File: src/source/cache_macros.svh
/*
 * L1 data-cache directory geometry
 * Set count, way count and the field widths derived from them
 */
`ifndef CACHE_MACROS_SVH
`define CACHE_MACROS_SVH

// Associativity and set count
`define CACHE_WAYS 4
`define CACHE_SETS 64
`define CACHE_WAY_BITS $clog2(`CACHE_WAYS)

// Address split of a 32-bit byte address
`define CACHE_INDEX_BITS 6
`define CACHE_OFFSET_BITS 6
`define CACHE_TAG_BITS (32 - `CACHE_INDEX_BITS - `CACHE_OFFSET_BITS)

// Line address sent to L2 is tag joined with index
`define CACHE_LINE_BITS (`CACHE_TAG_BITS + `CACHE_INDEX_BITS)

// Statistics counter width
`define CACHE_STAT_BITS 32

`endif

File: src/source/cache_pkg.sv
/*
 * Cache directory types
 * Commands, MESI states, L2 operations, address word and bus structs
 */
`include "cache_macros.svh"
`default_nettype none

package cache_pkg;

	// Command codes as issued by the trace source
	typedef enum logic [3:0] {
		CMD_READ       = 4'd0,
		CMD_WRITE      = 4'd1,
		CMD_INVALIDATE = 4'd3,
		CMD_SNOOP      = 4'd4,
		CMD_RESET      = 4'd8
	} cache_cmd_e;

	typedef enum logic [1:0] {
		MESI_INVALID   = 2'd0,
		MESI_SHARED    = 2'd1,
		MESI_EXCLUSIVE = 2'd2,
		MESI_MODIFIED  = 2'd3
	} mesi_e;

	// Requests toward the shared L2
	typedef enum logic [1:0] {
		L2_NONE  = 2'd0,
		L2_READ  = 2'd1,
		L2_WRITE = 2'd2,
		L2_RWITM = 2'd3
	} l2_op_e;

	// Way number, also wide enough for a counter-LRU value
	typedef logic [`CACHE_WAY_BITS-1:0] way_idx_t;

	typedef struct packed {
		logic [`CACHE_TAG_BITS-1:0]    tag;
		logic [`CACHE_INDEX_BITS-1:0]  index;
		logic [`CACHE_OFFSET_BITS-1:0] offset;
	} cache_addr_fields_t;

	// Same 32-bit word seen raw or split into fields
	typedef union packed {
		logic [31:0]        raw;
		cache_addr_fields_t fields;
	} cache_addr_u;

	typedef struct packed {
		logic        valid;
		cache_cmd_e  cmd;
		cache_addr_u addr;
	} cache_req_t;

	typedef struct packed {
		l2_op_e                      op;
		logic [`CACHE_LINE_BITS-1:0] line;
		logic                        evict_valid;
		logic [`CACHE_LINE_BITS-1:0] evict_line;
	} l2_req_t;

	typedef struct packed {
		logic [`CACHE_TAG_BITS-1:0] tag;
		mesi_e                      state;
	} way_state_t;

endpackage

`default_nettype wire

File: src/source/lru_update.sv
/*
 * Counter LRU update for one set
 * Touched way becomes newest, younger ways age by one
 */
`include "cache_macros.svh"
`timescale 1ns/100ps
`default_nettype none

module lru_update (
	input  cache_pkg::way_idx_t [`CACHE_WAYS-1:0] set_lru,
	input  cache_pkg::way_idx_t                   touch_way,
	output cache_pkg::way_idx_t [`CACHE_WAYS-1:0] next_lru
);

	cache_pkg::way_idx_t touched_age;

	assign touched_age = set_lru[touch_way];

	always_comb
	begin
		for (int w = 0; w < `CACHE_WAYS; w++)
		begin
			if (cache_pkg::way_idx_t'(w) == touch_way)
				next_lru[w] = '0;
			else if (set_lru[w] < touched_age)
				next_lru[w] = set_lru[w] + 1'b1;
			else
				// Older than the touched way, order kept
				next_lru[w] = set_lru[w];
		end
	end

endmodule

`default_nettype wire

File: config.mk
export PLATFORM = sky130hd
export DESIGN_NAME = lru_update
export DESIGN_NICKNAME = d
export VERILOG_FILES = /design/src/source/cache_pkg.sv /design/src/source/lru_update.sv
export VERILOG_INCLUDE_DIRS = /design/src /design/src/source
export SDC_FILE = /design/constraint.sdc
export NUM_CORES = 1
export LEC_CHECK = 0
export CAP_MARGIN = 30
export CORE_AREA = 10 10 47 49
export DETAILED_ROUTE_END_ITERATION = 10
export DIE_AREA = 0 0 57 59
export DONT_BUFFER_PORTS = 1
export SYNTH_ARGS = -nofsm -noshare
export SYNTH_HDL_FRONTEND = slang
export SYNTH_SLANG_ARGS = --single-unit
File: constraint.sdc
create_clock -name vclk -period 2.5
set_input_delay 0.375 -clock vclk [all_inputs]
set_output_delay 0.375 -clock vclk [all_outputs]
set_load 0.01 [all_outputs]
### Word level (Yosys, flattened, before mapping)

Index checks and enable logic that the tools add are counted.

* $add $sub $neg: 4
* order comparisons: 5
* equality and inequality tests: 3
* multiplexer cells: 10
* reduce and logical (&&, ||, !) cells: 1

Operator list (count)
* 2-to-1 mux 2 bit: 9
* adder 2 x 1 -> 2 bit, second input constant: 4
* less-than comparator 2 bit: 4
* binary-select mux 2 bit (select 2 bit): 1
* equality test 2 bit, first input constant: 2
* less-than comparator 2 x 3 -> 1 bit, second input constant: 1
* equality test 1 x 2 -> 1 bit, first input constant: 1
* zero test 2 bit: 1

* flip-flop bits (word level): 0
* input bits: 10
* output and inout bits: 8
* logic and storage cells: 23

### Longest topological paths before layout

Gate-level depths: netlist of run 1.

* depth in word-level cells: 5
* depth in mapped cells: 6
* mapped depth without buffers: 6

### Worst setup path before layout of run 1

Ideal clock, no wire load.

* kind: input -> output
* start: in touch_way[0]
* end: out next_lru[1] (netlist name)
* arrival time: 1.831 ns
* required time: 2.125 ns
* setup slack: 0.294 ns
* stages on the path: 6
* path buffers: 0
* path through: mux4_1 > inv_1 > ha_1 > nor3b_1 > xnor2_1 > nor2_1

RTL lines
* start: declaration: RTL line lru_update.sv:11 `input cache_pkg::way_idx_t touch_way,`
* end: declaration: RTL line lru_update.sv:12 `` output cache_pkg::way_idx_t [`CACHE_WAYS-1:0] next_lru ``

==> results.sh, run 1 <==
export IMPL_layout_min_cycle_time_ns=2.32
export IMPL_fmax_mhz=431
export IMPL_maximum_vdd_ir_drop_v=0.0000744
export IMPL_crit_family="simple AND/OR/NAND/NOR gates"
export IMPL_rsz_0062_raised_after_global_routing="no"
export IMPL_fin_crit_sh=0.929
export IMPL_antenna_violating_nets_post_route=0
export IMPL_maximum_number_of_pins_on_one_net_before_global_route_repair=7
export IMPL_core_um2=1400
export IMPL_arrival_ns=1.95
export IMPL_synthTopCellsByCount="sky130_fd_sc_hd__nor3b_1 (8), sky130_fd_sc_hd__nor2_1 (5), sky130_fd_sc_hd__ha_1 (4), sky130_fd_sc_hd__xnor2_1 (4)"
export IMPL_floorplan_initialDensity=0.213
export IMPL_multi_input_comb_area_um2=288
export IMPL_num_nets_final=53
export IMPL_actual_slew_at_the_worst_max_slew_pin_ns=0.468
export IMPL_routed_wl_um=802
export IMPL_syn_cell_area_um2=299
export IMPL_leak_pwr_uw=0.000125
export IMPL_floorplan_io_pins=18
export IMPL_synth_largest_area_cell="sky130_fd_sc_hd__nor3b_1"
export IMPL_final_hold_viol_count=0
export IMPL_synthesis_area_per_instance_um2=8.54
export IMPL_synth_yosys_seq_area_share=0
export IMPL_hp_class="in2out"
export IMPL_run_status="finished clean"
export IMPL_min_delay_worst_endpoint="next_lru[0]"
export IMPL_worst_ep_required_time_ns=2.12
export IMPL_setup_tns_final_ns=0
export IMPL_worstPathMaxFanout=6
export IMPL_final_max_slew_viol_count=0
export IMPL_grt_overflow=0
export IMPL_post_cts_hold_buffer_count=0
export IMPL_cell_type_of_the_slowest_stage_on_the_worst_timing_path="sky130_fd_sc_hd__mux4_1"
export IMPL_wl_per_cell_um=15.1
export IMPL_post_cts_resize_count=0
export IMPL_final_cell_count_no_fill=53
export IMPL_sequential_cell_area_um2=0
export IMPL_worst_setup_path_end_kind="output pin"
export IMPL_layout_sequential_cells=0
export IMPL_synth_cell_type_count=12
export IMPL_max_stage_delay_ns=0.52
export IMPL_fp_dieArea_um2=3360
export IMPL_timing_hold_worst_path_depth=2
export IMPL_portBuffers=0
export IMPL_vias_per_cell=5.06
export IMPL_yosys_area_top_type_share=0.201
export IMPL_synth_warning_count=0
export IMPL_gpl_final_weighted_congestion=0.708
export IMPL_slew_limit_headroom=0.687
export IMPL_finalSetupViolations=0
export IMPL_critical_path_cell_chain="mux4_1, inv_1, ha_1, nor3b_1, xnor2_1, nor2_1"
export IMPL_standard_cell_row_count=14
export IMPL_die_width_um=57
export IMPL_final_layout_size_suffix_gt1_frac=0.135
export IMPL_groute_usage_overall=0.0424
export IMPL_drt_pass1_iter_count=4
export IMPL_die_h_um=59
export IMPL_worstPathBufferInverterCount=1
export IMPL_hold_start="set_lru[0]"
export IMPL_antenna_cells_inserted=0
export IMPL_first_global_vias=264
export IMPL_num_vias=268
export IMPL_drv_max_cap_violation_count=0
export IMPL_clockBufferCount=0
export IMPL_netlist_instances=35
export IMPL_global_route_wire_length_before_repair_mm=1.24
export IMPL_yosysMostFrequentCell="sky130_fd_sc_hd__nor3b_1"
export IMPL_cellPowerDensity_nw_per_um2=249
export IMPL_dp_cells=53
export IMPL_area_growth_synth_to_final_pct=11.7
export IMPL_cts_repair_timing_setup_buffer_count=0
export IMPL_antenna_found_initial=0
export IMPL_start_kind="input pin"
export IMPL_fill_cells=163
export IMPL_hpwlAfterDp_um=742
export IMPL_synth_net_count=49
export IMPL_initialDrtViolationCount=3
export IMPL_timing_worst_setup_path_type="in2out"
export IMPL_netlist_top_cells_area="sky130_fd_sc_hd__nor3b_1 (20%), sky130_fd_sc_hd__ha_1 (17%), sky130_fd_sc_hd__xnor2_1 (12%), sky130_fd_sc_hd__a2111oi_2 (10%), sky130_fd_sc_hd__mux4_1 (8.8%)"
export IMPL_drt_drc_violations_left=0
[final cells by class]
type / instances / area share
Inverter: 3 / 0.0337
Multi-Input combinational cell: 32 / 0.861
Tap cell: 16 / 0.0599
Timing Repair Buffer: 2 / 0.0449
[per-layer routing]
layer	vias to the layer above	global-route usage	share of wire
li1	136	-	-
met1	121	0.0416	0.33
met2	11	0.0760	0.48
met3	0	0.0300	0.19
met4	0	0	0
met5	-	0	0
[where the power goes]
group / internal [uW] / switching (uW) / total (uW)
Combinational: 41.0 / 42.1 / 83.1
Clock: 0 / 0 / 0
Sequential: 0 / 0 / 0
Total: 41.0 / 42.1 / 83.1
[placed cells by master (no fill, tap or decap)]
cell | Yosys | layout
sky130_fd_sc_hd__and2_1 | 1 | 1
sky130_fd_sc_hd__nor2_1 | 5 | 5
sky130_fd_sc_hd__nor3b_1 | 8 | 8
sky130_fd_sc_hd__mux4_1 | 1 | 1
sky130_fd_sc_hd__buf_4 | 0 | 2
sky130_fd_sc_hd__inv_1 | 3 | 3
sky130_fd_sc_hd__a2111oi_2 | 2 | 2
sky130_fd_sc_hd__ha_1 | 4 | 4
sky130_fd_sc_hd__and2b_1 | 1 | 1
sky130_fd_sc_hd__xnor2_1 | 4 | 4
sky130_fd_sc_hd__nor4_1 | 2 | 2
sky130_fd_sc_hd__mux4_2 | 1 | 1
sky130_fd_sc_hd__nor2b_1 | 3 | 3
[worst max path at each step]
stage,startpoint,endpoint,slack [ns],cells after the start
2_1_floorplan,touch_way[0],next_lru[1],0.29,6
3_3_place_gp,touch_way[0],next_lru[1],0.18,6
3_5_place_dp,touch_way[0],next_lru[3],0.15,6
4_1_cts,touch_way[0],next_lru[3],0.16,6
5_1_grt,touch_way[0],next_lru[3],0.01,6
6_report,touch_way[0],next_lru[3],0.18,6
[cell families (layout without fill, tap and decap cells)]
family / after synthesis / after routing / synth area share
adders and majority gates: 4 / 4 / 0.167
buffers and inverters: 3 / 5 / 0.0377
AOI/OAI and AO/OA: 2 / 2 / 0.100
xor gates and xnor gates: 4 / 4 / 0.117
and+or+nand+nor: 20 / 20 / 0.414
muxes: 2 / 2 / 0.163
[stage by stage]
stage	worst slack, ns	instance area (um2)	hold WS (ns)	util	power [uW]
2_1_floorplan	0.294	299	0.870	-	67.2
3_3_place_gp	0.184	334	0.879	0.238	84.1
3_5_place_dp	0.154	334	0.883	0.238	85.0
4_1_cts	0.157	334	0.883	0.238	85.1
5_1_grt	0.0131	334	0.884	0.238	93.2
6_report	0.177	334	0.879	0.238	83.1
(Power assumes the default switching activity.)
==> run 2: changes to the inputs <==
RECOVER_POWER = 50   (was default)
SKIP_LAST_GASP = 1   (was default)
==> run 2 against run 1 <==
First-iteration DRC count is the same. Utilization shrank 0.54 points. Die area is the same. Final cell count is the same. Non-clock buffer count is the same. Global-route usage is the same. Sequential share of layout area is the same. Setup slack is essentially flat. Total power shrank 4.9%. Combinational power shrank 4.9%. Count of clock-buffer cells in the layout is the same. Cell area shrank 2.2%. Largest cell class unchanged.
==> results.sh, run 2 (synthesis gave the netlist of run 1 again) <==
export IMPL_final_layout_size_suffix_gt1_frac=0.0811
export IMPL_multi_input_comb_area_um2=288
export IMPL_fp_dieArea_um2=3360
export IMPL_wl_per_cell_um=15.2
export IMPL_stdcell_area_um2=327
export IMPL_maximum_number_of_pins_on_one_net_before_global_route_repair=7
export IMPL_cts_repair_timing_setup_buffer_count=0
export IMPL_floorplan_io_pins=18
export IMPL_antenna_found_initial=0
export IMPL_drt_pass1_iter_count=4
export IMPL_total_power_uw=79.0
export IMPL_groute_usage_overall=0.0424
export IMPL_worst_ep_required_time_ns=2.12
export IMPL_num_vias=267
export IMPL_rsz_0062_raised_after_global_routing="no"
export IMPL_start_kind="input pin"
export IMPL_die_h_um=59
export IMPL_gpl_final_weighted_congestion=0.708
export IMPL_antenna_violating_nets_post_route=0
export IMPL_setup_tns_final_ns=0
export IMPL_layout_cells_most_common="sky130_fd_sc_hd__nor3b_1"
export IMPL_first_global_vias=264
export IMPL_leak_pwr_uw=0.000117
export IMPL_clockBufferCount=0
export IMPL_hpwlAfterDp_um=742
export IMPL_fin_crit_sh=0.929
export IMPL_drv_max_cap_violation_count=0
export IMPL_timing_hold_worst_path_depth=2
export IMPL_fmax_mhz=430
export IMPL_layout_sequential_cells=0
export IMPL_initialDrtViolationCount=3
export IMPL_core_um2=1400
export IMPL_fill_cells=162
export IMPL_maximum_vdd_ir_drop_v=0.0000720
export IMPL_standard_cell_row_count=14
export IMPL_min_delay_worst_endpoint="next_lru[0]"
export IMPL_arrival_ns=1.95
export IMPL_most_common_layout_cells="sky130_fd_sc_hd__nor3b_1 (8), sky130_fd_sc_hd__nor2_1 (5), sky130_fd_sc_hd__xnor2_1 (4), sky130_fd_sc_hd__ha_1 (4)"
export IMPL_final_max_slew_viol_count=0
export IMPL_global_route_wire_length_before_repair_mm=1.24
export IMPL_worst_setup_path_end_kind="output pin"
export IMPL_placed_cell_area_um2=334
export IMPL_antenna_cells_inserted=0
export IMPL_finalSetupViolations=0
export IMPL_final_hold_viol_count=0
export IMPL_layout_min_cycle_time_ns=2.32
export IMPL_sequential_cell_area_um2=0
export IMPL_area_growth_synth_to_final_pct=9.20
export IMPL_vias_per_cell=5.04
export IMPL_cellPowerDensity_nw_per_um2=242
export IMPL_layout_core_utilization=0.233
export IMPL_worstPathMaxFanout=6
export IMPL_hp_class="in2out"
export IMPL_slew_limit_headroom=0.687
export IMPL_grt_overflow=0
export IMPL_routed_wl_um=803
export IMPL_die_width_um=57
export IMPL_timing_worst_setup_path_type="in2out"
export IMPL_portBuffers=0
export IMPL_floorplan_initialDensity=0.213
export IMPL_post_cts_resize_count=0
export IMPL_hold_start="set_lru[0]"
export IMPL_run_status="finished clean"
export IMPL_actual_slew_at_the_worst_max_slew_pin_ns=0.468
export IMPL_num_nets_final=53
export IMPL_drt_drc_violations_left=0
export IMPL_fin_hold_ws_ns=0.879
export IMPL_post_cts_hold_buffer_count=0
[run 2: layout make-up]
type | instances | area share
multi-input combinational | 32 | 0.881
tap | 16 | 0.0613
inverter | 3 | 0.0345
timing repair buffer | 2 | 0.0230
[run 2: worst max path at each step]
stage	to	startpoint	slack (ns)
after CTS	next_lru[3]	touch_way[0]	0.16
after detailed placement	next_lru[3]	touch_way[0]	0.15
after global routing	next_lru[3]	touch_way[0]	0.01
final	next_lru[3]	touch_way[0]	0.18
after floorplan	next_lru[1]	touch_way[0]	0.29
after global placement	next_lru[1]	touch_way[0]	0.18
[run 2: routing by layer]
| metal | vias to the layer above | GRT usage | share of wire |
|---|---|---|---|
| met1 | 121 | 0.0416 | 0.33 |
| met3 | 0 | 0.0300 | 0.19 |
| met4 | 0 | 0 | 0 |
| li1 | 135 | - | - |
| met5 | - | 0 | 0 |
| met2 | 11 | 0.0760 | 0.48 |
[run 2: worst max-delay path: stages]
cell and delay [ns]:
sky130_fd_sc_hd__mux4_1 0.52, sky130_fd_sc_hd__inv_1 0.14, sky130_fd_sc_hd__ha_1 0.26, sky130_fd_sc_hd__nor3b_1 0.34, sky130_fd_sc_hd__xnor2_1 0.10, sky130_fd_sc_hd__nor2_1 0.21
[run 2: stage by stage]
step                      worst slack, ns  cells
final                               0.177     53
after global routing               0.0131     53
after CTS                           0.157     53
after detailed placement            0.154     53
after global placement              0.184     53
after floorplan                     0.294     35
[run 2: power breakdown]
group	total (uW)	switching (uW)	internal [uW]
Sequential	0	0	0
Combinational	79.0	42.0	37.1
Clock	0	0	0
