**src/source/cache_macros.svh**
```systemverilog
/*
 * L1 data-cache directory geometry
 * Set count, way count and the field widths derived from them
 */
`ifndef CACHE_MACROS_SVH
`define CACHE_MACROS_SVH

// Associativity and set count
`define CACHE_WAYS 4
`define CACHE_SETS 64
`define CACHE_WAY_BITS $clog2(`CACHE_WAYS)

// Address split of a 32-bit byte address
`define CACHE_INDEX_BITS 6
`define CACHE_OFFSET_BITS 6
`define CACHE_TAG_BITS (32 - `CACHE_INDEX_BITS - `CACHE_OFFSET_BITS)

// Line address sent to L2 is tag joined with index
`define CACHE_LINE_BITS (`CACHE_TAG_BITS + `CACHE_INDEX_BITS)

// Statistics counter width
`define CACHE_STAT_BITS 32

`endif

```
**src/source/cache_pkg.sv**
```systemverilog
/*
 * Cache directory types
 * Commands, MESI states, L2 operations, address word and bus structs
 */
`include "cache_macros.svh"
`default_nettype none

package cache_pkg;

	// Command codes as issued by the trace source
	typedef enum logic [3:0] {
		CMD_READ       = 4'd0,
		CMD_WRITE      = 4'd1,
		CMD_INVALIDATE = 4'd3,
		CMD_SNOOP      = 4'd4,
		CMD_RESET      = 4'd8
	} cache_cmd_e;

	typedef enum logic [1:0] {
		MESI_INVALID   = 2'd0,
		MESI_SHARED    = 2'd1,
		MESI_EXCLUSIVE = 2'd2,
		MESI_MODIFIED  = 2'd3
	} mesi_e;

	// Requests toward the shared L2
	typedef enum logic [1:0] {
		L2_NONE  = 2'd0,
		L2_READ  = 2'd1,
		L2_WRITE = 2'd2,
		L2_RWITM = 2'd3
	} l2_op_e;

	// Way number, also wide enough for a counter-LRU value
	typedef logic [`CACHE_WAY_BITS-1:0] way_idx_t;

	typedef struct packed {
		logic [`CACHE_TAG_BITS-1:0]    tag;
		logic [`CACHE_INDEX_BITS-1:0]  index;
		logic [`CACHE_OFFSET_BITS-1:0] offset;
	} cache_addr_fields_t;

	// Same 32-bit word seen raw or split into fields
	typedef union packed {
		logic [31:0]        raw;
		cache_addr_fields_t fields;
	} cache_addr_u;

	typedef struct packed {
		logic        valid;
		cache_cmd_e  cmd;
		cache_addr_u addr;
	} cache_req_t;

	typedef struct packed {
		l2_op_e                      op;
		logic [`CACHE_LINE_BITS-1:0] line;
		logic                        evict_valid;
		logic [`CACHE_LINE_BITS-1:0] evict_line;
	} l2_req_t;

	typedef struct packed {
		logic [`CACHE_TAG_BITS-1:0] tag;
		mesi_e                      state;
	} way_state_t;

endpackage

`default_nettype wire

```
**src/source/way_lookup.sv**
```systemverilog
/*
 * Way lookup
 * Parallel tag compare over one set, first free way and LRU victim
 */
`include "cache_macros.svh"
`timescale 1ns/100ps
`default_nettype none

module way_lookup (
	input  cache_pkg::way_state_t [`CACHE_WAYS-1:0] set_state,
	input  cache_pkg::way_idx_t [`CACHE_WAYS-1:0]   set_lru,
	input  logic [`CACHE_TAG_BITS-1:0]              tag,
	output logic                                    hit,
	output cache_pkg::way_idx_t                     hit_way,
	output logic                                    invalid_found,
	output cache_pkg::way_idx_t                     invalid_way,
	output cache_pkg::way_idx_t                     victim_way
);

	logic [`CACHE_WAYS-1:0] match;
	logic [`CACHE_WAYS-1:0] empty;

	// Per-way match and free flags
	always_comb
	begin
		for (int w = 0; w < `CACHE_WAYS; w++)
		begin
			empty[w] = (set_state[w].state == cache_pkg::MESI_INVALID);
			match[w] = !empty[w] && (set_state[w].tag == tag);
		end
	end

	assign hit           = |match;
	assign invalid_found = |empty;

	// Walk from the top so the lowest way wins
	always_comb
	begin
		hit_way     = '0;
		invalid_way = '0;
		victim_way  = '0;
		for (int w = `CACHE_WAYS - 1; w >= 0; w--)
		begin
			if (match[w])
				hit_way = cache_pkg::way_idx_t'(w);
			if (empty[w])
				invalid_way = cache_pkg::way_idx_t'(w);
			// Oldest way holds the all-ones counter
			if (set_lru[w] == '1)
				victim_way = cache_pkg::way_idx_t'(w);
		end
	end

endmodule

`default_nettype wire

```
**config.mk**
```make
export PLATFORM = sky130hd
export DESIGN_NAME = way_lookup
export DESIGN_NICKNAME = d
export VERILOG_FILES = /design/src/source/cache_pkg.sv /design/src/source/way_lookup.sv
export VERILOG_INCLUDE_DIRS = /design/src /design/src/source
export SDC_FILE = /design/constraint.sdc
export NUM_CORES = 1
export LEC_CHECK = 0
export BUFFER_PORTS_ARGS = -buffer_cell sky130_fd_sc_hd__buf_2
export CAP_MARGIN = 20
export CORE_ASPECT_RATIO = 1.25
export CORE_MARGIN = 3
export CORE_UTILIZATION = 35
export DETAILED_ROUTE_END_ITERATION = 10
export PLACE_DENSITY_LB_ADDON = 0.08
export RECOVER_POWER = 50
export SYNTH_ARGS = -nofsm -noshare
export SYNTH_HDL_FRONTEND = slang
export SYNTH_SLANG_ARGS = --single-unit
```
**constraint.sdc**
```tcl
create_clock -name vclk -period 1.6
set_input_delay 0.16 -clock vclk [all_inputs]
set_output_delay 0.16 -clock vclk [all_outputs]
set_load 0.01 [all_outputs]
```
Yosys cells after proc, flatten, opt, wreduce, memory -nomap -nowiden. Cells that the tools add are included.

Register bits: 0. Output and inout port bits: 8.

Multiplexer cells: 12. Reductions and logical operators: 14. Equal/unequal tests: 8.

Operators by type and width (count): $eq 20x20->1 (4); $mux 2 (12); $eq 2x2->1 const B (4); $logic_not 2->1 (4); $reduce_or 4->1 (2); $logic_and 1x1->1 (4); $logic_not 1->1 (4).

Logic depth before layout (Yosys ltp). Gate-level depths: netlist of run 1.

Word-level depth: 7. Gate-level depth with buffers: 6. Mapped depth without buffers: 5.

Least setup slack after synthesis of run 1. No wires, ideal clock.

Path kind: input to output. Start: input tag[0]. End: output hit_way[1]. Arrival: 1184 ps. Stages on the path: 6. Buffers on the path: 1. Path slack: 256 ps. Cell sequence: buf_6 xnor2_2 nand4_1 or3_4 o2bb2ai_2 and3_1.

Word-level cells in the longest chain between the ends: 6.

RTL lines: start, declared (line way_lookup.sv:12) `` input logic [`CACHE_TAG_BITS-1:0] tag, ``; $eq 20x20->1 (line way_lookup.sv:29) `match[w] = !empty[w] && (set_state[w].tag == tag);`; $logic_and 1x1->1 (line way_lookup.sv:29); $mux 2 (3 in series) (line way_lookup.sv:44) `if (match[w])`; $mux 2 (*) (line way_lookup.sv:44); end, declared (line way_lookup.sv:14) `output cache_pkg::way_idx_t hit_way,`.

Every way passes the cells marked *; elsewhere a longest branch is shown, timed or not.

Worst setup path after layout of run 1.
Start: input tag[7]. End: output hit_way[1].

The elaborated chain is that of the path after synthesis.

==> results of run 1 <==
synth_stat cells:
library cell / count
xor2_1: 41
xnor2_1: 38
nand4_1: 12
nor4_1: 9
nor2_1: 8
nor3_1: 5
nand2_1: 2
a21boi_1: 1
a21oi_1: 1
a222oi_1: 1
a32oi_1: 1
and3_1: 1
buf_6: 1
nand3_1: 1
nand3b_1: 1
nor4_2: 1
o211ai_1: 1
o22ai_1: 1
o2bb2ai_2: 1
or3_1: 1
or3_4: 1
xnor2_2: 1
routing by layer:
layer | global-route usage, % | routed length [um] | vias to the layer above
met3 | 2.03 | 310 | 2
met4 | 1.25 | 2 | 0
met2 | 37.6 | 2200 | 63
met1 | 21.6 | 1280 | 625
met5 | 0 | 0 | -
li1 | - | - | 712
cell type report:
class,count,area [um^2],share of cell area [%]
repair buffers,128,677,36.8
multi-input cells,129,1120,60.9
well taps,34,42.5,2.31
per-stage QoR:
| step | TNS, ns | utilization [%] |
|---|---|---|
| after floorplan | 0 | - |
| after global placement | -0.000976 | 62.4 |
| after detailed placement | -0.0248 | 62.4 |
| after CTS | 0 | 62.7 |
| after global routing | -0.0151 | 67.4 |
| final | 0 | 67.4 |
placed cells by master, fill, tap and decap left out, drive strengths merged:
cell type and n:
and3 1, o2bb2ai 1, nand3b 1, a32oi 1, nand3 1, nand4 12, nor3 5, o22ai 1
a21boi 1, a21oi 1, nand2 2, or3 2, buf 123, nor2 8, xnor2 39, o211ai 1
clkbuf 5, a222oi 1, xor2 41, nor4 10
worst max path at each step:
| stage | end |
|---|---|
| final | hit_way[1] |
| after global routing | hit_way[1] |
| after CTS | hit_way[1] |
| after detailed placement | hit_way[0] |
| after global placement | hit_way[0] |
| after floorplan | hit_way[1] |
where the power goes:
group          leakage (nW)  internal [mW]  total (mW)  switching [mW]
Clock                     0              0           0               0
Sequential                0              0           0               0
Combinational         0.900          0.259       0.468           0.210
kinds of logic after synthesis:
kind of cell | after synthesis | synth area share, %
buffers and inverters | 1 | 1.10
and+or+nand+nor | 42 | 23.7
xor gates and xnor gates | 80 | 69.3
AOI/OAI and AO/OA | 7 | 5.88
timing repair:
item	in CTS	in global routing
setup endpoints to repair	2	3
hold endpoints to repair	0	0
gates resized for setup	1	30
pin swaps	1	23
setup buffers	0	0
hold buffers	0	0
==> key figures, run 1 <==
Placed design
  – Detailed-placement wirelength estimate: approximately 3.5 mm
  – GP Congestion: just under 0.8
  – Port bufs: ~120
  – Area after DPL: between 1500 and 2000 um^2
  – Place WS: -0.0134 ns
  – Dpl cells: ~290

Pwr
  – Leakage power: around 0.9 nW
  – Maximum VDD drop: between 0.15 and 0.2 mV
  – Power per cell area: around 250 nW/um^2
  – Total chip power: 0.468 mW

Finish
  – Sequential cell area: 0 um^2
  – Layout cells sized above 1: about 56%
  – Nets: ~380
  – Clkbuf count: 0
  – Non-Filler Instances: 291
  – Fillers: between 200 and 300
  – Ant diodes: 0
  – Design area: roughly 1800 um^2
  – Seq cells: 0
  – Area Growth Syn to Fin: 80.2%

Die
  – I/O pin cnt: 124
  – Core area: 2730 um^2
  – Die X: approximately 54 um
  – Die area: around 3600 um^2
  – Vert. Die Dim: between 60 and 70 um
  – Site Rows: 21
  – Initial cell density of the core: between 30% and 40%

Setup path
  – Worst setup SP type: primary input
  – Critical path's largest stage delay: between 0.2 and 0.3 ns
  – Cell family with most CP delay: simple AND/OR/NAND/NOR gates
  – Bufs and invs on worst path: 2
  – Critical-path cell list: buf_4 -> xor2_2 -> nor4_2 -> nand4_1 -> o2bb2ai_2 -> and3_1 -> buf_2
  – Arr. time, crit path: 1.37 ns
  – Slowest-stage cell, CP: nor4_2
  – Worst Setup SP: tag[7]
  – Crit Path Class: in2out
  – CP Data Required Time: about 1.4 ns
  – Critical path peak fanout: 3
  – Stages on the worst setup path: 7
  – Crit. End Element: output port

Timing
  – Least-Margin Pin Slew: 0.300 ns
  – Final Setup Violations: 0
  – Final Hold Vio Count: 0
  – Period minus WS final: about 1.5 ns
  – Worst Hold Margin: 0.585 ns
  – Tcrit/Tclk final: a little over nine tenths
  – Final setup margin: 0.0678 ns
  – Slew margin rel.: 80.0%
  – Max-slew violation count: 0
  – Fmax: 653 MHz

Logic synthesis
  – Sequential fraction of the synthesis area: 0%
  – YS warnings: 0
  – Top cells by area, synth: xor2_1 (35%), xnor2_1 (33%), nand4_1 (7.3%), nor4_1 (5.5%), nor2_1 (2.9%)
  – Mean Syn Cell Area: approximately 8 um^2
  – Share of the synthesized area in the top cell type: between 30% and 40%
  – Synth unique cells: 22
  – Leading area contributor after synthesis: xor2_1
  – Post-Syn Area: slightly above 1000 um^2
  – Mapped Nets: about 250
  – Cells after Synth: between 100 and 150

Detailed routing
  – Via density: between 4 and 5
  – DR iter-0 viols: 21
  – WL final: roughly 3.8 mm
  – DR vias: about 1400
  – First drt pass iteration count: 4
  – Detail Route Antenna Nets: 0
  – DR WL/cell: roughly 13 um
  – # DRC: 0

Hold path
  – Worst hold path stage count: 3
  – Hold path startpoint: set_lru[1]
  – Worst min path class: in2out
  – Worst Hold Path EP: victim_way[0]

Global route
  – First-pass GRT wire length: approximately 5.2 mm
  – Vias in the first global route: between 1000 and 1500
  – Initial antenna violation count: 0
  – All-Layer GR Usage: 19.1%
  – Pin count of the biggest net entering global routing: 5
  – Grt ovf: 0

Run status
  – Status: completed

Run
  – Max cap viols: 0
Power figures use the tool's default switching activity.
==> run 2: changes to the inputs <==
- ABC_AREA: not set -> 1
- CORE_UTILIZATION: 35 -> 39
- MAX_ROUTING_LAYER: not set -> met4
==> run 2 against run 1 <==
  * Cell count increased by 58%
  * Via count up 53%
  * Hold slack improved by 0.053 ns
  * Maximum frequency increased by 3.2%
  * Clock-buffer cell count is the same
  * Combinational power grew 2%
  * Die area rose by 15%
  * Sequential share of layout area unchanged
  * Non-clock buffer count shrank 3
  * Largest cell class unchanged
==> key figures, run 2 <==
Detailed routing
  – Met1 wire length: between 2 and 2.5 mm
  – DR WL/cell: between 10 and 15 um
  – DR vias: approximately 2200
  – WL final: 5.15 mm
  – Detail Route Antenna Nets: 0
  – DR iter-0 viols: 73
  – Metal2 WL: roughly 2.5 mm
  – # DRC: 0
  – Via density: 4.69
  – First drt pass iteration count: 4
  – Top sig layer: met4
  – Met3 WL: roughly 430 um

Finish
  – Sequential cell area: 0 um^2
  – Fillers: 365
  – Multi-input logic area: roughly 1100 um^2
  – Area Growth Syn to Fin: 51.0%
  – Commonest non-fill, non-tap cells in the layout: buf_2 (120), nand2_1 (119), nor2_1 (45)
  – Ant diodes: 0
  – Clkbuf count: 0
  – Commonest non-fill, non-tap cell in the layout: buf_2
  – Seq cells: 0
  – Final Util: about three fifths
  – Layout cells sized above 1: 32.7%
  – Nets: 540

Die
  – Die area: between 4000 and 5000 um^2
  – Core area: between 3000 and 4000 um^2
  – Die X: between 50 and 60 um
  – Site Rows: 23
  – I/O pin cnt: around 120
  – Initial cell density of the core: approximately two fifths
  – Vert. Die Dim: ~70 um

Global route
  – First-pass GRT wire length: 7.77 mm
  – Initial antenna violation count: 0
  – Grt ovf: 0
  – Vias in the first global route: ~1900
  – Pin count of the biggest net entering global routing: 8
  – All-Layer GR Usage: 24.0%

Setup path
  – Crit. End Element: output port
  – Crit Path Class: in2out
  – Critical path peak fanout: 7
  – Arr. time, crit path: between 1 and 1.5 ns
  – Worst setup SP type: primary input
  – CP Data Required Time: roughly 1.4 ns

Timing
  – Tcrit/Tclk final: 92.8%
  – Least-Margin Pin Slew: 0.240 ns
  – Final Hold Vio Count: 0
  – Fmax: around 670 MHz
  – Max-slew violation count: 0
  – Setup TNS: 0 ns
  – Final setup margin: roughly 0.12 ns
  – Final Setup Violations: 0
  – Period minus WS final: 1.48 ns
  – RSZ-0062 raised after global routing: false
  – Slew margin rel.: 83.8%

Logic synthesis
  – Cells after Synth: roughly 300
  – Leading area contributor after synthesis: nand2_1
  – Mean Syn Cell Area: between 4 and 5 um^2
  – Top cells by area, synth: nand2_1 (34%), nor2_1 (13%), inv_1 (13%), o21ai_0 (11%), xnor2_1 (11%)
  – Synth unique cells: 22
  – YS warnings: 0
  – Post-Syn Area: 1330 um^2
  – Most frequent cell after synthesis: nand2_1
  – Mapped Nets: 415
  – Sequential fraction of the synthesis area: 0%
  – Commonest cells in the netlist: nand2_1 (119), nor2_1 (47), inv_1 (46)
  – Share of the synthesized area in the top cell type: approximately a third

Pwr
  – Power per cell area: approximately 240 nW/um^2
  – Leakage power: between 1 and 1.5 nW
  – Maximum VDD drop: approximately 0.17 mV

Placed design
  – Port bufs: about 120
  – GP Congestion: roughly 0.90
  – Place WS: 0.0929 ns
  – Detailed-placement wirelength estimate: around 4.7 mm

Run
  – Max cap viols: 0

Hold path
  – Worst min path class: in2out

Run status
  – Status: completed
run 2: changes by cell type after synthesis, sizes merged, moves of 4 or more:
cell   delta
nor4     -10
nand4    -10
nand2   +117
xnor2    -23
nor3      -4
nor2     +40
inv      +51
o22ai     +4
xor2     -37
o21ai    +32
nand3     +8
run 2: repair_timing:
item,in CTS,in global routing
endpoints found under the hold margin,0,0
hold buffers,0,0
setup buffers,0,1
endpoints found under the setup margin,0,3
resized for setup,0,8
run 2: stage by stage:
step / power, mW / hold WS (ns) / instance area, um^2 / instances
finish: 0.479 / 0.638 / 2010 / 459
global route: 0.540 / 0.657 / 2010 / 459
CTS: 0.474 / 0.648 / 1980 / 458
detailed placement: 0.472 / 0.647 / 1980 / 458
global placement: 0.469 / 0.640 / 1980 / 458
floorplan: 0.239 / 0.442 / 1330 / 299
run 2: worst max-delay path, cell delays in order:
cell	delay, ns
buf_2	0.11
clkinvlp_4	0.16
nand2_1	0.09
nand2_1	0.05
nor2_1	0.09
nand2_1	0.06
nor2_1	0.14
nand3_1	0.12
nand2_1	0.12
inv_1	0.05
nand2_1	0.04
buf_2	0.12
run 2: per-layer routing:
metal | vias to the layer above | track usage [%]
met1 | 896 | 28.6
li1 | 1163 | -
met3 | 6 | 1.62
met4 | 0 | 3.35
met2 | 86 | 44.3
met5 | - | -
run 2: path summary, 6_finish.rpt:
check | slack, ns | cells after the start | startpoint | to
worst max-delay path | 0.12 | 12 | tag[19] | hit
worst min-delay path | 0.64 | 4 | set_lru[7] | victim_way[1]
run 2: kinds of logic (layout without fill, tap and decap cells):
logic type | Yosys count | count (layout) | share of synthesized area [%]
xor+xnor | 20 | 20 | 13.2
compound gates | 44 | 44 | 17.9
simple gates | 182 | 182 | 53.6
buf+inv | 53 | 176 | 15.3
run 2: power by group:
| group | leakage, nW | internal, mW | switching [mW] | total, mW |
|---|---|---|---|---|
| Clock | 0 | 0 | 0 | 0 |
| Combinational | 1.27 | 0.226 | 0.253 | 0.479 |
| Sequential | 0 | 0 | 0 | 0 |
run 2: layout make-up:
class,count,share of cell area [%]
Timing Repair Buffer,125,31.2
Multi-Input combinational cell,246,56.7
Tap cell,37,2.31
Inverter,51,9.73
