--- src/source/cache_macros.svh ---
/*
 * L1 data-cache directory geometry
 * Set count, way count and the field widths derived from them
 */
`ifndef CACHE_MACROS_SVH
`define CACHE_MACROS_SVH

// Associativity and set count
`define CACHE_WAYS 4
`define CACHE_SETS 64
`define CACHE_WAY_BITS $clog2(`CACHE_WAYS)

// Address split of a 32-bit byte address
`define CACHE_INDEX_BITS 6
`define CACHE_OFFSET_BITS 6
`define CACHE_TAG_BITS (32 - `CACHE_INDEX_BITS - `CACHE_OFFSET_BITS)

// Line address sent to L2 is tag joined with index
`define CACHE_LINE_BITS (`CACHE_TAG_BITS + `CACHE_INDEX_BITS)

// Statistics counter width
`define CACHE_STAT_BITS 32

`endif

--- src/source/cache_pkg.sv ---
/*
 * Cache directory types
 * Commands, MESI states, L2 operations, address word and bus structs
 */
`include "cache_macros.svh"
`default_nettype none

package cache_pkg;

	// Command codes as issued by the trace source
	typedef enum logic [3:0] {
		CMD_READ       = 4'd0,
		CMD_WRITE      = 4'd1,
		CMD_INVALIDATE = 4'd3,
		CMD_SNOOP      = 4'd4,
		CMD_RESET      = 4'd8
	} cache_cmd_e;

	typedef enum logic [1:0] {
		MESI_INVALID   = 2'd0,
		MESI_SHARED    = 2'd1,
		MESI_EXCLUSIVE = 2'd2,
		MESI_MODIFIED  = 2'd3
	} mesi_e;

	// Requests toward the shared L2
	typedef enum logic [1:0] {
		L2_NONE  = 2'd0,
		L2_READ  = 2'd1,
		L2_WRITE = 2'd2,
		L2_RWITM = 2'd3
	} l2_op_e;

	// Way number, also wide enough for a counter-LRU value
	typedef logic [`CACHE_WAY_BITS-1:0] way_idx_t;

	typedef struct packed {
		logic [`CACHE_TAG_BITS-1:0]    tag;
		logic [`CACHE_INDEX_BITS-1:0]  index;
		logic [`CACHE_OFFSET_BITS-1:0] offset;
	} cache_addr_fields_t;

	// Same 32-bit word seen raw or split into fields
	typedef union packed {
		logic [31:0]        raw;
		cache_addr_fields_t fields;
	} cache_addr_u;

	typedef struct packed {
		logic        valid;
		cache_cmd_e  cmd;
		cache_addr_u addr;
	} cache_req_t;

	typedef struct packed {
		l2_op_e                      op;
		logic [`CACHE_LINE_BITS-1:0] line;
		logic                        evict_valid;
		logic [`CACHE_LINE_BITS-1:0] evict_line;
	} l2_req_t;

	typedef struct packed {
		logic [`CACHE_TAG_BITS-1:0] tag;
		mesi_e                      state;
	} way_state_t;

endpackage

`default_nettype wire

--- src/source/access_stats.sv ---
/*
 * Access statistics
 * Hit, miss, read and write counters
 */
`include "cache_macros.svh"
`timescale 1ns/100ps
`default_nettype none

module access_stats (
	input  logic                         Clock,
	input  logic                         rst_n,
	input  logic                         clear,
	input  cache_pkg::cache_req_t        req,
	input  logic                         is_hit,
	input  logic                         is_miss,
	output logic [`CACHE_STAT_BITS-1:0]  hits,
	output logic [`CACHE_STAT_BITS-1:0]  misses,
	output logic [`CACHE_STAT_BITS-1:0]  reads,
	output logic [`CACHE_STAT_BITS-1:0]  writes
);

	logic is_read;
	logic is_write;

	assign is_read  = req.valid && (req.cmd == cache_pkg::CMD_READ);
	assign is_write = req.valid && (req.cmd == cache_pkg::CMD_WRITE);

	always_ff @(posedge Clock or negedge rst_n)
	begin
		if (!rst_n)
		begin
			hits   <= '0;
			misses <= '0;
			reads  <= '0;
			writes <= '0;
		end
		else if (clear)
		begin
			hits   <= '0;
			misses <= '0;
			reads  <= '0;
			writes <= '0;
		end
		else
		begin
			hits   <= hits + is_hit;
			misses <= misses + is_miss;
			reads  <= reads + is_read;
			writes <= writes + is_write;
		end
	end

endmodule

`default_nettype wire

--- config.mk ---
export PLATFORM = sky130hd
export DESIGN_NAME = access_stats
export DESIGN_NICKNAME = d
export VERILOG_FILES = /design/src/source/cache_pkg.sv /design/src/source/access_stats.sv
export VERILOG_INCLUDE_DIRS = /design/src /design/src/source
export SDC_FILE = /design/constraint.sdc
export NUM_CORES = 1
export LEC_CHECK = 0
export ABC_CLOCK_PERIOD_IN_PS = 2200
export BUFFER_PORTS_ARGS = -buffer_cell sky130_fd_sc_hd__buf_2
export CORE_ASPECT_RATIO = 1.25
export CORE_MARGIN = 1
export CORE_UTILIZATION = 54
export DETAILED_ROUTE_END_ITERATION = 6
export PLACE_DENSITY = 0.81
export REMOVE_ABC_BUFFERS = 1
export SKIP_CTS_REPAIR_TIMING = 1
export SYNTH_ARGS = -nofsm -noshare
export SYNTH_HDL_FRONTEND = slang
export SYNTH_SLANG_ARGS = --single-unit
--- constraint.sdc ---
create_clock -name Clock -period 2.2 [get_ports Clock]
set_input_delay 0.22 -clock Clock [delete_from_list [all_inputs] [get_ports Clock]]
set_output_delay 0.22 -clock Clock [all_outputs]
set_load 0.05 [all_outputs]
Word level (Yosys, flattened, before mapping)
Index checks and enable logic that the tools add are counted.

storage, ports and cells
  register bits = 128
  bits of input ports = 42
  output and inout port bits = 128
  logic and storage cells = 16

operators by class
  add/subtract/negate cells = 4
  equality and inequality tests = 1
  muxes and demuxes = 4
  reduce and logical (&&, ||, !) cells = 3

operators by type and width
  operator              count
  $add A32 B1 Y32       4
  $mux W32              4
  $eq A4 B1 Y1 const B  1
  $logic_not A4 Y1      1
  $logic_and A1 B1 Y1   2

Logic depth before layout (Yosys ltp)
Gate-level depths: netlist (run 1).

  word-level depth = 4
  mapped depth = 10
  depth with buffers taken out = 7

Worst setup path before layout (run 1)
Ideal clock, no wire load.

  path type = reg2reg
  start = register writes[0]
  end = register writes[19]
  library setup time = 125 ps
  arrival = 2293 ps
  data required time = 2075 ps
  setup slack = -218 ps
  cell stages (with the launch flop) = 7
  buffers on the path = 1
  clock period less this slack = 2418 ps
  path through = dfrtp_1 ha_1 nand4_2 or4_1 buf_2 nor3_1 mux2_2

between the ends
  longest elaborated chain between the ends = 2

ends and longest elaborated chain
  element                 RTL line            text
  from (decl)             access_stats.sv:19  output logic [`CACHE_STAT_BITS-1:0] writes
  from (signal assigned)  access_stats.sv:49  writes <= writes + is_write;
  $add A32 B1 Y32         access_stats.sv:49
  $mux W32                access_stats.sv:37  else if (clear)

Every way passes these cells.

Final worst setup path (run 1)
  start = register hits[0]
  end = register hits[30]

between the ends
  longest elaborated chain between the ends = 2

ends and longest elaborated chain
  element                 RTL line            text
  from (decl)             access_stats.sv:16  output logic [`CACHE_STAT_BITS-1:0] hits,
  from (signal assigned)  access_stats.sv:46  hits <= hits + is_hit;
  $add A32 B1 Y32         access_stats.sv:46
  $mux W32                access_stats.sv:37

Every way passes these cells.

==> flow_metrics.tcl, run 1 <==
set metrics [dict create \
    clock_path_buffers 2 \
    finalHoldViolCount 0 \
    ys_seq_elements 128 \
    critical_path.startpoint "hits[0]" \
    core_area_mm2 0.0118 \
    globalRouteMet1Util 0.351 \
    timing.fmax_mhz 486 \
    synthesis.area_mm2 0.00664 \
    min_path_cells 2 \
    relSlewSlack 0.702 \
    mostFrequentLayoutCell "buf_2" \
    clkPwrFrac 0.521 \
    postSynthCellCount 693 \
    cp-end-kind "flip-flop" \
    grt_pass1_vias 5991 \
    cts.sinks 128 \
    use_met3 0.0671 \
    worstHoldStart "clear" \
    violations "design-rule violations" \
    powerDensity_mw_per_mm2 638 \
    syn_to_final_growth_pct 25.6 \
    slew_viol_final 0 \
    min_path_type "primary input to flip-flop" \
    grt_usage 0.279 \
    initial_core_util 0.564 \
    io_buffers 137 \
    clkTransAtPathRegs_ns 0.06 \
    grt_pass1_wl_mm 28.4 \
    status "finished with violations" \
    crit_chain "ha_1 -> ha_2 -> and4_1 -> buf_4 -> nand2_1 -> or4_1 -> a21oi_1" \
    cpPeakStageDelay_ns 0.53 \
    wirelength_mm 16.9 \
    firstDrtPassIters 7 \
    cts_htree_levels 4 \
    drtIter0Drc 321 \
    crit_type "flip-flop to flip-flop" \
    remaining_drc_errors 3 \
    fill_cells 951 \
    die_x_um 101 \
    yosys.cell_types.count 35 \
    antenna_left 0 \
    yosysWarningCount 0 \
    clk_latency_ns 0.42 \
    die_h_um 126 \
    start_kind "flip-flop" \
    path_buf_inv 1 \
    timing.rr.end "hits[30]" \
    antenna_found_initial 0 \
    avgSynthCellArea_um2 9.59 \
    ios 170 \
    r2r_cells 7 \
    busiest_layer "met2" \
    arrival_ns 2.39 \
    rows 44 \
    overflow 0 \
    required_ns 2.54 \
    wl_per_cell_um 16.4 \
    p_int_w 0.00413 \
    period_needed_ns 2.06 \
    seq_power_share 0.446 \
    combPwrFrac 0.033 \
    peakVddDrop_v 0.000482 \
    die_area_mm2 0.0128 \
    min_to "misses[16]" \
    setup_viol 0 \
    vias 6297 \
    grt_util_met2 0.471 \
    avgViaCountPerCell 6.12 \
    drive_gt1_frac 0.265 \
    leakagePower_nw 3.81 \
    maxCapViolations 0 \
    rsz0062_at_grt "false" \
    num-nets-final 905 \
    rrSetupSlack_ns 0.14 \
    worstMarginPinSlew_ns 0.443 \
    cts_buffers 17 \
    fin_crit_sh 0.935 \
    p_sw_w 0.00119 \
    placed_area_mm2 0.00774 \
    cp_top_family "simple AND/OR/NAND/NOR gates" \
    final_cell_mix "135 x buf_2, 128 x dfrtp_1, 65 x a21oi_1, 59 x nor2_1, 42 x nand4_1" \
    hpwl_mm 11.4 \
    final_area_mm2 0.00835 \
    reg2reg_from "hits[0]" \
    grt_max_degree 74 \
    switching_share 0.223 \
    cts_root_buffer "clkbuf_16" \
    n_antenna_cell 0 \
    skew_ns 0.00667 \
    cts_tree "done" \
    finalPower_w 0.00532 \
    tns_ns 0 \
    cp_slowest_cell "or4_1" \
    yosysSeqAreaShare 0.482 \
    critPathMaxFanout 4 \
    gp_congestion 0.844 \
]
## worst max path at each step
stage               cells after the start         end
floorplan                               4   reads[17]
global placement                        8  writes[19]
detailed placement                      8  writes[19]
CTS                                     6    hits[20]
global route                            7    hits[30]
finish                                  7    hits[30]
## stage by stage
stage	worst slack [ns]	hold WS (ns)	instances	utilization
finish	0.143	0.0956	1029	0.708
global route	0.0282	0.102	1029	0.708
CTS	0.0509	-0.336	1027	0.706
detailed placement	-0.207	0.100	995	0.657
global placement	-0.146	0.0970	995	0.657
floorplan	-0.536	-0.0756	657	-
## flip-flops by register name (all words and copies together) (netlist names)
| signal | count |
|---|---|
| reads | 32 |
| writes | 32 |
| hits | 32 |
| misses | 32 |
## worst reg2reg max path: cells and delay by family, from the launching register on
| family | cells | cell delay [ns] |
|---|---|---|
| flip-flops | 1 | 0.34 |
| adder cells (fa/ha/maj) | 2 | 0.46 |
| buffers and inverters | 1 | 0.15 |
| AO/OA/AOI/OAI | 1 | 0.16 |
| AND/OR/NAND/NOR | 3 | 0.87 |
## cells by family after synthesis
| kind of cell | synth area share |
|---|---|
| and+or+nand+nor | 0.281 |
| adders and majority gates | 0.0151 |
| muxes | 0.0102 |
| xor gates and xnor gates | 0.0659 |
| buffers and inverters | 0.0284 |
| AOI/OAI and AO/OA | 0.118 |
| DFF | 0.482 |
## synth_stat cells (all sizes together)
cell type / instances / area (µm²)
nor2b: 11 / 68.8
buf: 6 / 28.8
inv: 12 / 45.0
and3: 17 / 106
xnor2: 16 / 140
nand4: 46 / 322
nor2: 59 / 221
o31a: 1 / 8.76
or2: 1 / 6.26
or3: 22 / 140
clkbuf: 30 / 115
and2: 3 / 18.8
dfrtp: 128 / 3200
nand2: 41 / 154
o21ba: 1 / 10.0
ha: 8 / 100
mux2: 6 / 67.6
nor3: 7 / 35.0
o31ai: 39 / 293
o21ai: 22 / 110
or4b: 4 / 40.0
a21oi: 65 / 325
nor4: 10 / 62.6
o41ai: 4 / 35.0
nand3: 37 / 185
xor2: 34 / 298
and4: 22 / 195
or4: 41 / 309
## layout make-up
cell class | count | area, µm² | area share
well taps | 161 | 201 | 0.0241
multi-input cells | 517 | 3260 | 0.391
clock buffers | 23 | 468 | 0.0561
repair buffers | 179 | 1060 | 0.127
flip-flops and latches | 128 | 3200 | 0.384
clock inverters | 9 | 109 | 0.0130
inverters | 12 | 45.0 | 0.00540
## routing by layer
layer,up-vias,part of all wire
met5,-,0
met4,0,0.018
met3,33,0.067
met2,247,0.51
met1,3086,0.40
li1,2931,-
## power groups by stage
stage                     registers (W)   logic, W  clock network [W]
final                           0.00237   0.000178            0.00277
after global routing            0.00237   0.000200            0.00290
after CTS                       0.00237   0.000181            0.00279
after detailed placement        0.00241   0.000181                  0
after global placement          0.00241   0.000177                  0
after floorplan                 0.00244  0.0000198                  0
No activity file was read; power rests on OpenSTA's default activity.
==> run 2: changes to the inputs <==
Settings changed: ABC_AREA from default to 1, PLACE_DENSITY 0.81 to 0.8.
==> run 2 against run 1 <==
  * The flow now finishes without violations
  * Critical path depth grew 2
  * Clock power grew 9.4%
  * Worst setup slack gained 0.36 ns
  * First-iteration DRC count grew 4.0%
  * Via count grew 13%
  * Sequential share of layout area shrank 1.7 points
==> flow_metrics.tcl, run 2 <==
set metrics [dict create \
    die_area_mm2 0.0137 \
    required_ns 2.50 \
    overflow 0 \
    slew_viol_final 0 \
    yosys.area_share.simple 0.404 \
    clkPwrFrac 0.540 \
    ys_seq_elements 128 \
    synth_edf_count 0 \
    cts.sinks 128 \
    seq_power_share 0.423 \
    synth_mux_area_frac 0 \
    initial_core_util 0.559 \
    wl_per_cell_um 13.1 \
    die_x_um 105 \
    arrival_ns 1.99 \
    gp_congestion 0.893 \
    core_area_mm2 0.0128 \
    avgSynthCellArea_um2 7.05 \
    min_path_type "primary input to flip-flop" \
    setup_viol 0 \
    yosysTopAreaCell "dfrtp_1" \
    yosysSeqAreaShare 0.448 \
    postSynthCellCount 1013 \
    synth_compound_area_frac 0.0800 \
    yosysWarningCount 0 \
    skew_ns 0.0102 \
    clkTransAtPathRegs_ns 0.05 \
    fin_crit_sh 0.772 \
    p_int_w 0.00444 \
    yosys.cell_types.count 29 \
    grt_pass1_vias 6687 \
    critPathMaxFanout 6 \
    cts_htree_levels 4 \
    drtIter0Drc 334 \
    period_needed_ns 1.70 \
    vias 7085 \
    firstDrtPassIters 5 \
    worstMarginPinSlew_ns 0.603 \
    synthesis.area_mm2 0.00714 \
    switching_share 0.209 \
    rows 46 \
    synth_top_area_share 0.448 \
    num-nets-final 1215 \
    synth_adder_area_share 0.0140 \
    clock_path_buffers 2 \
    post-synth-top-count-cell "nand2_1" \
    leakagePower_nw 4.17 \
    remaining_drc_errors 0 \
    rrSetupSlack_ns 0.50 \
    status "completed" \
    grt_usage 0.269 \
    avgViaCountPerCell 5.26 \
    synth_flop_cell "dfrtp_1" \
    p_sw_w 0.00117 \
    grt_pass1_wl_mm 29.6 \
    cts_tree "done" \
    synth_common_cells "281 x nand2_1, 256 x nor2_1, 128 x dfrtp_1, 79 x a21oi_1, 65 x inv_1" \
    ys_top_cells_by_area "dfrtp_1 45%, nand2_1 15%, nor2_1 13%, a21oi_1 5.5%, nand3_1 4.2%" \
    antenna_found_initial 0 \
    async_reset_ff_frac 1.00 \
    clk_latency_ns 0.41 \
    powerDensity_mw_per_mm2 641 \
    synth_top_family_by_area "simple AND/OR/NAND/NOR gates" \
    crit_type "flip-flop to flip-flop" \
    finalHoldViolCount 0 \
    synthXorXnorAreaFrac 0.00981 \
    final_cells 1346 \
    fin_util 0.684 \
    hpwl_mm 12.8 \
    start_kind "flip-flop" \
    grt_max_degree 64 \
    tns_ns 0 \
    io_buffers 137 \
    cp-end-kind "flip-flop" \
    antenna_left 0 \
    cts_root_buffer "clkbuf_16" \
    rsz0062_at_grt "false" \
    maxCapViolations 0 \
    peakVddDrop_v 0.000472 \
    wirelength_mm 17.6 \
    n_antenna_cell 0 \
    die_h_um 131 \
    relSlewSlack 0.598 \
    drive_gt1_frac 0.194 \
    final_cell_mix "281 x nand2_1, 256 x nor2_1, 136 x buf_2, 128 x dfrtp_1, 79 x a21oi_1" \
    combPwrFrac 0.037 \
    fill_cells 1136 \
    cts_buffers 17 \
    timing.fmax_mhz 589 \
    syn_to_final_growth_pct 22.3 \
    ios 170 \
    dp.cells 1313 \
    mostFrequentLayoutCell "nand2_1" \
]
==> run 2: cell count changes in the layout (fill, tap and decap cells not counted), moves of 24 or more <==
cell and delta:
inv_1 +52, o31ai_1 -39, nand2_1 +241, xor2_1 -26, or4_1 -40, buf_4 -33, nand4_1 -40, nor2_1 +197
nand3_1 +24
==> run 2: power groups by stage <==
stage	Sequential (W)	Combinational, W	Clock, W
6_report	0.00237	0.000208	0.00303
5_1_grt	0.00237	0.000237	0.00318
4_1_cts	0.00237	0.000213	0.00306
3_5_place_dp	0.00241	0.000212	0
3_3_place_gp	0.00241	0.000208	0
2_1_floorplan	0.00244	0.0000742	0
==> run 2: area by class of cell <==
cell class / instances / area (µm²) / area share
clock buffer: 23 / 488 / 0.0558
clock inverter: 9 / 154 / 0.0176
inverter: 66 / 248 / 0.0283
multi-input combinational: 805 / 3630 / 0.415
sequential: 128 / 3200 / 0.366
tap: 168 / 210 / 0.0240
timing repair buffer: 147 / 807 / 0.0923
==> run 2: kinds of logic after synthesis <==
logic type / Yosys count
buf+inv: 80
flops: 128
xor+xnor: 8
simple gates: 679
fa+ha+maj: 8
compound gates: 110
==> run 2: layer usage <==
metal	routed length [µm]	vias up	GRT usage
met2	8760	219	0.479
li1	-	3525	-
met5	0	-	0
met1	7430	3311	0.315
met4	345	0	0.104
met3	1030	30	0.0650
==> run 2: per-stage QoR <==
stage          cell area (µm²)  setup slack, ns  total power [W]  hold WS, ns
2_1_floorplan             7080            0.177          0.00252      -0.0756
3_3_place_gp              8090            0.161          0.00262        0.257
3_5_place_dp              8090            0.105          0.00262        0.253
4_1_cts                   8730            0.484          0.00565       -0.181
5_1_grt                   8740            0.296          0.00579        0.139
6_report                  8740            0.503          0.00561        0.142
==> run 2: final timing paths <==
kind                            from          to  cells after the start
min reg2reg                writes[4]   writes[4]                      1
max in group asynchronous      rst_n  writes[28]                      3
max reg2reg                misses[0]  misses[30]                      9
max                        misses[0]  misses[30]                      9
min                           is_hit     hits[0]                      4
min in group asynchronous      rst_n    hits[26]                      2
==> run 2: critical path: stages (launching register included) <==
cell and delay [ns]:
dfrtp_1 0.33, ha_1 0.16, ha_1 0.17, nand2_1 0.07, nor2_1 0.24, nand2_1 0.19, nor2_4 0.22, nand3_1 0.09
nand2_1 0.06, nor2_1 0.04
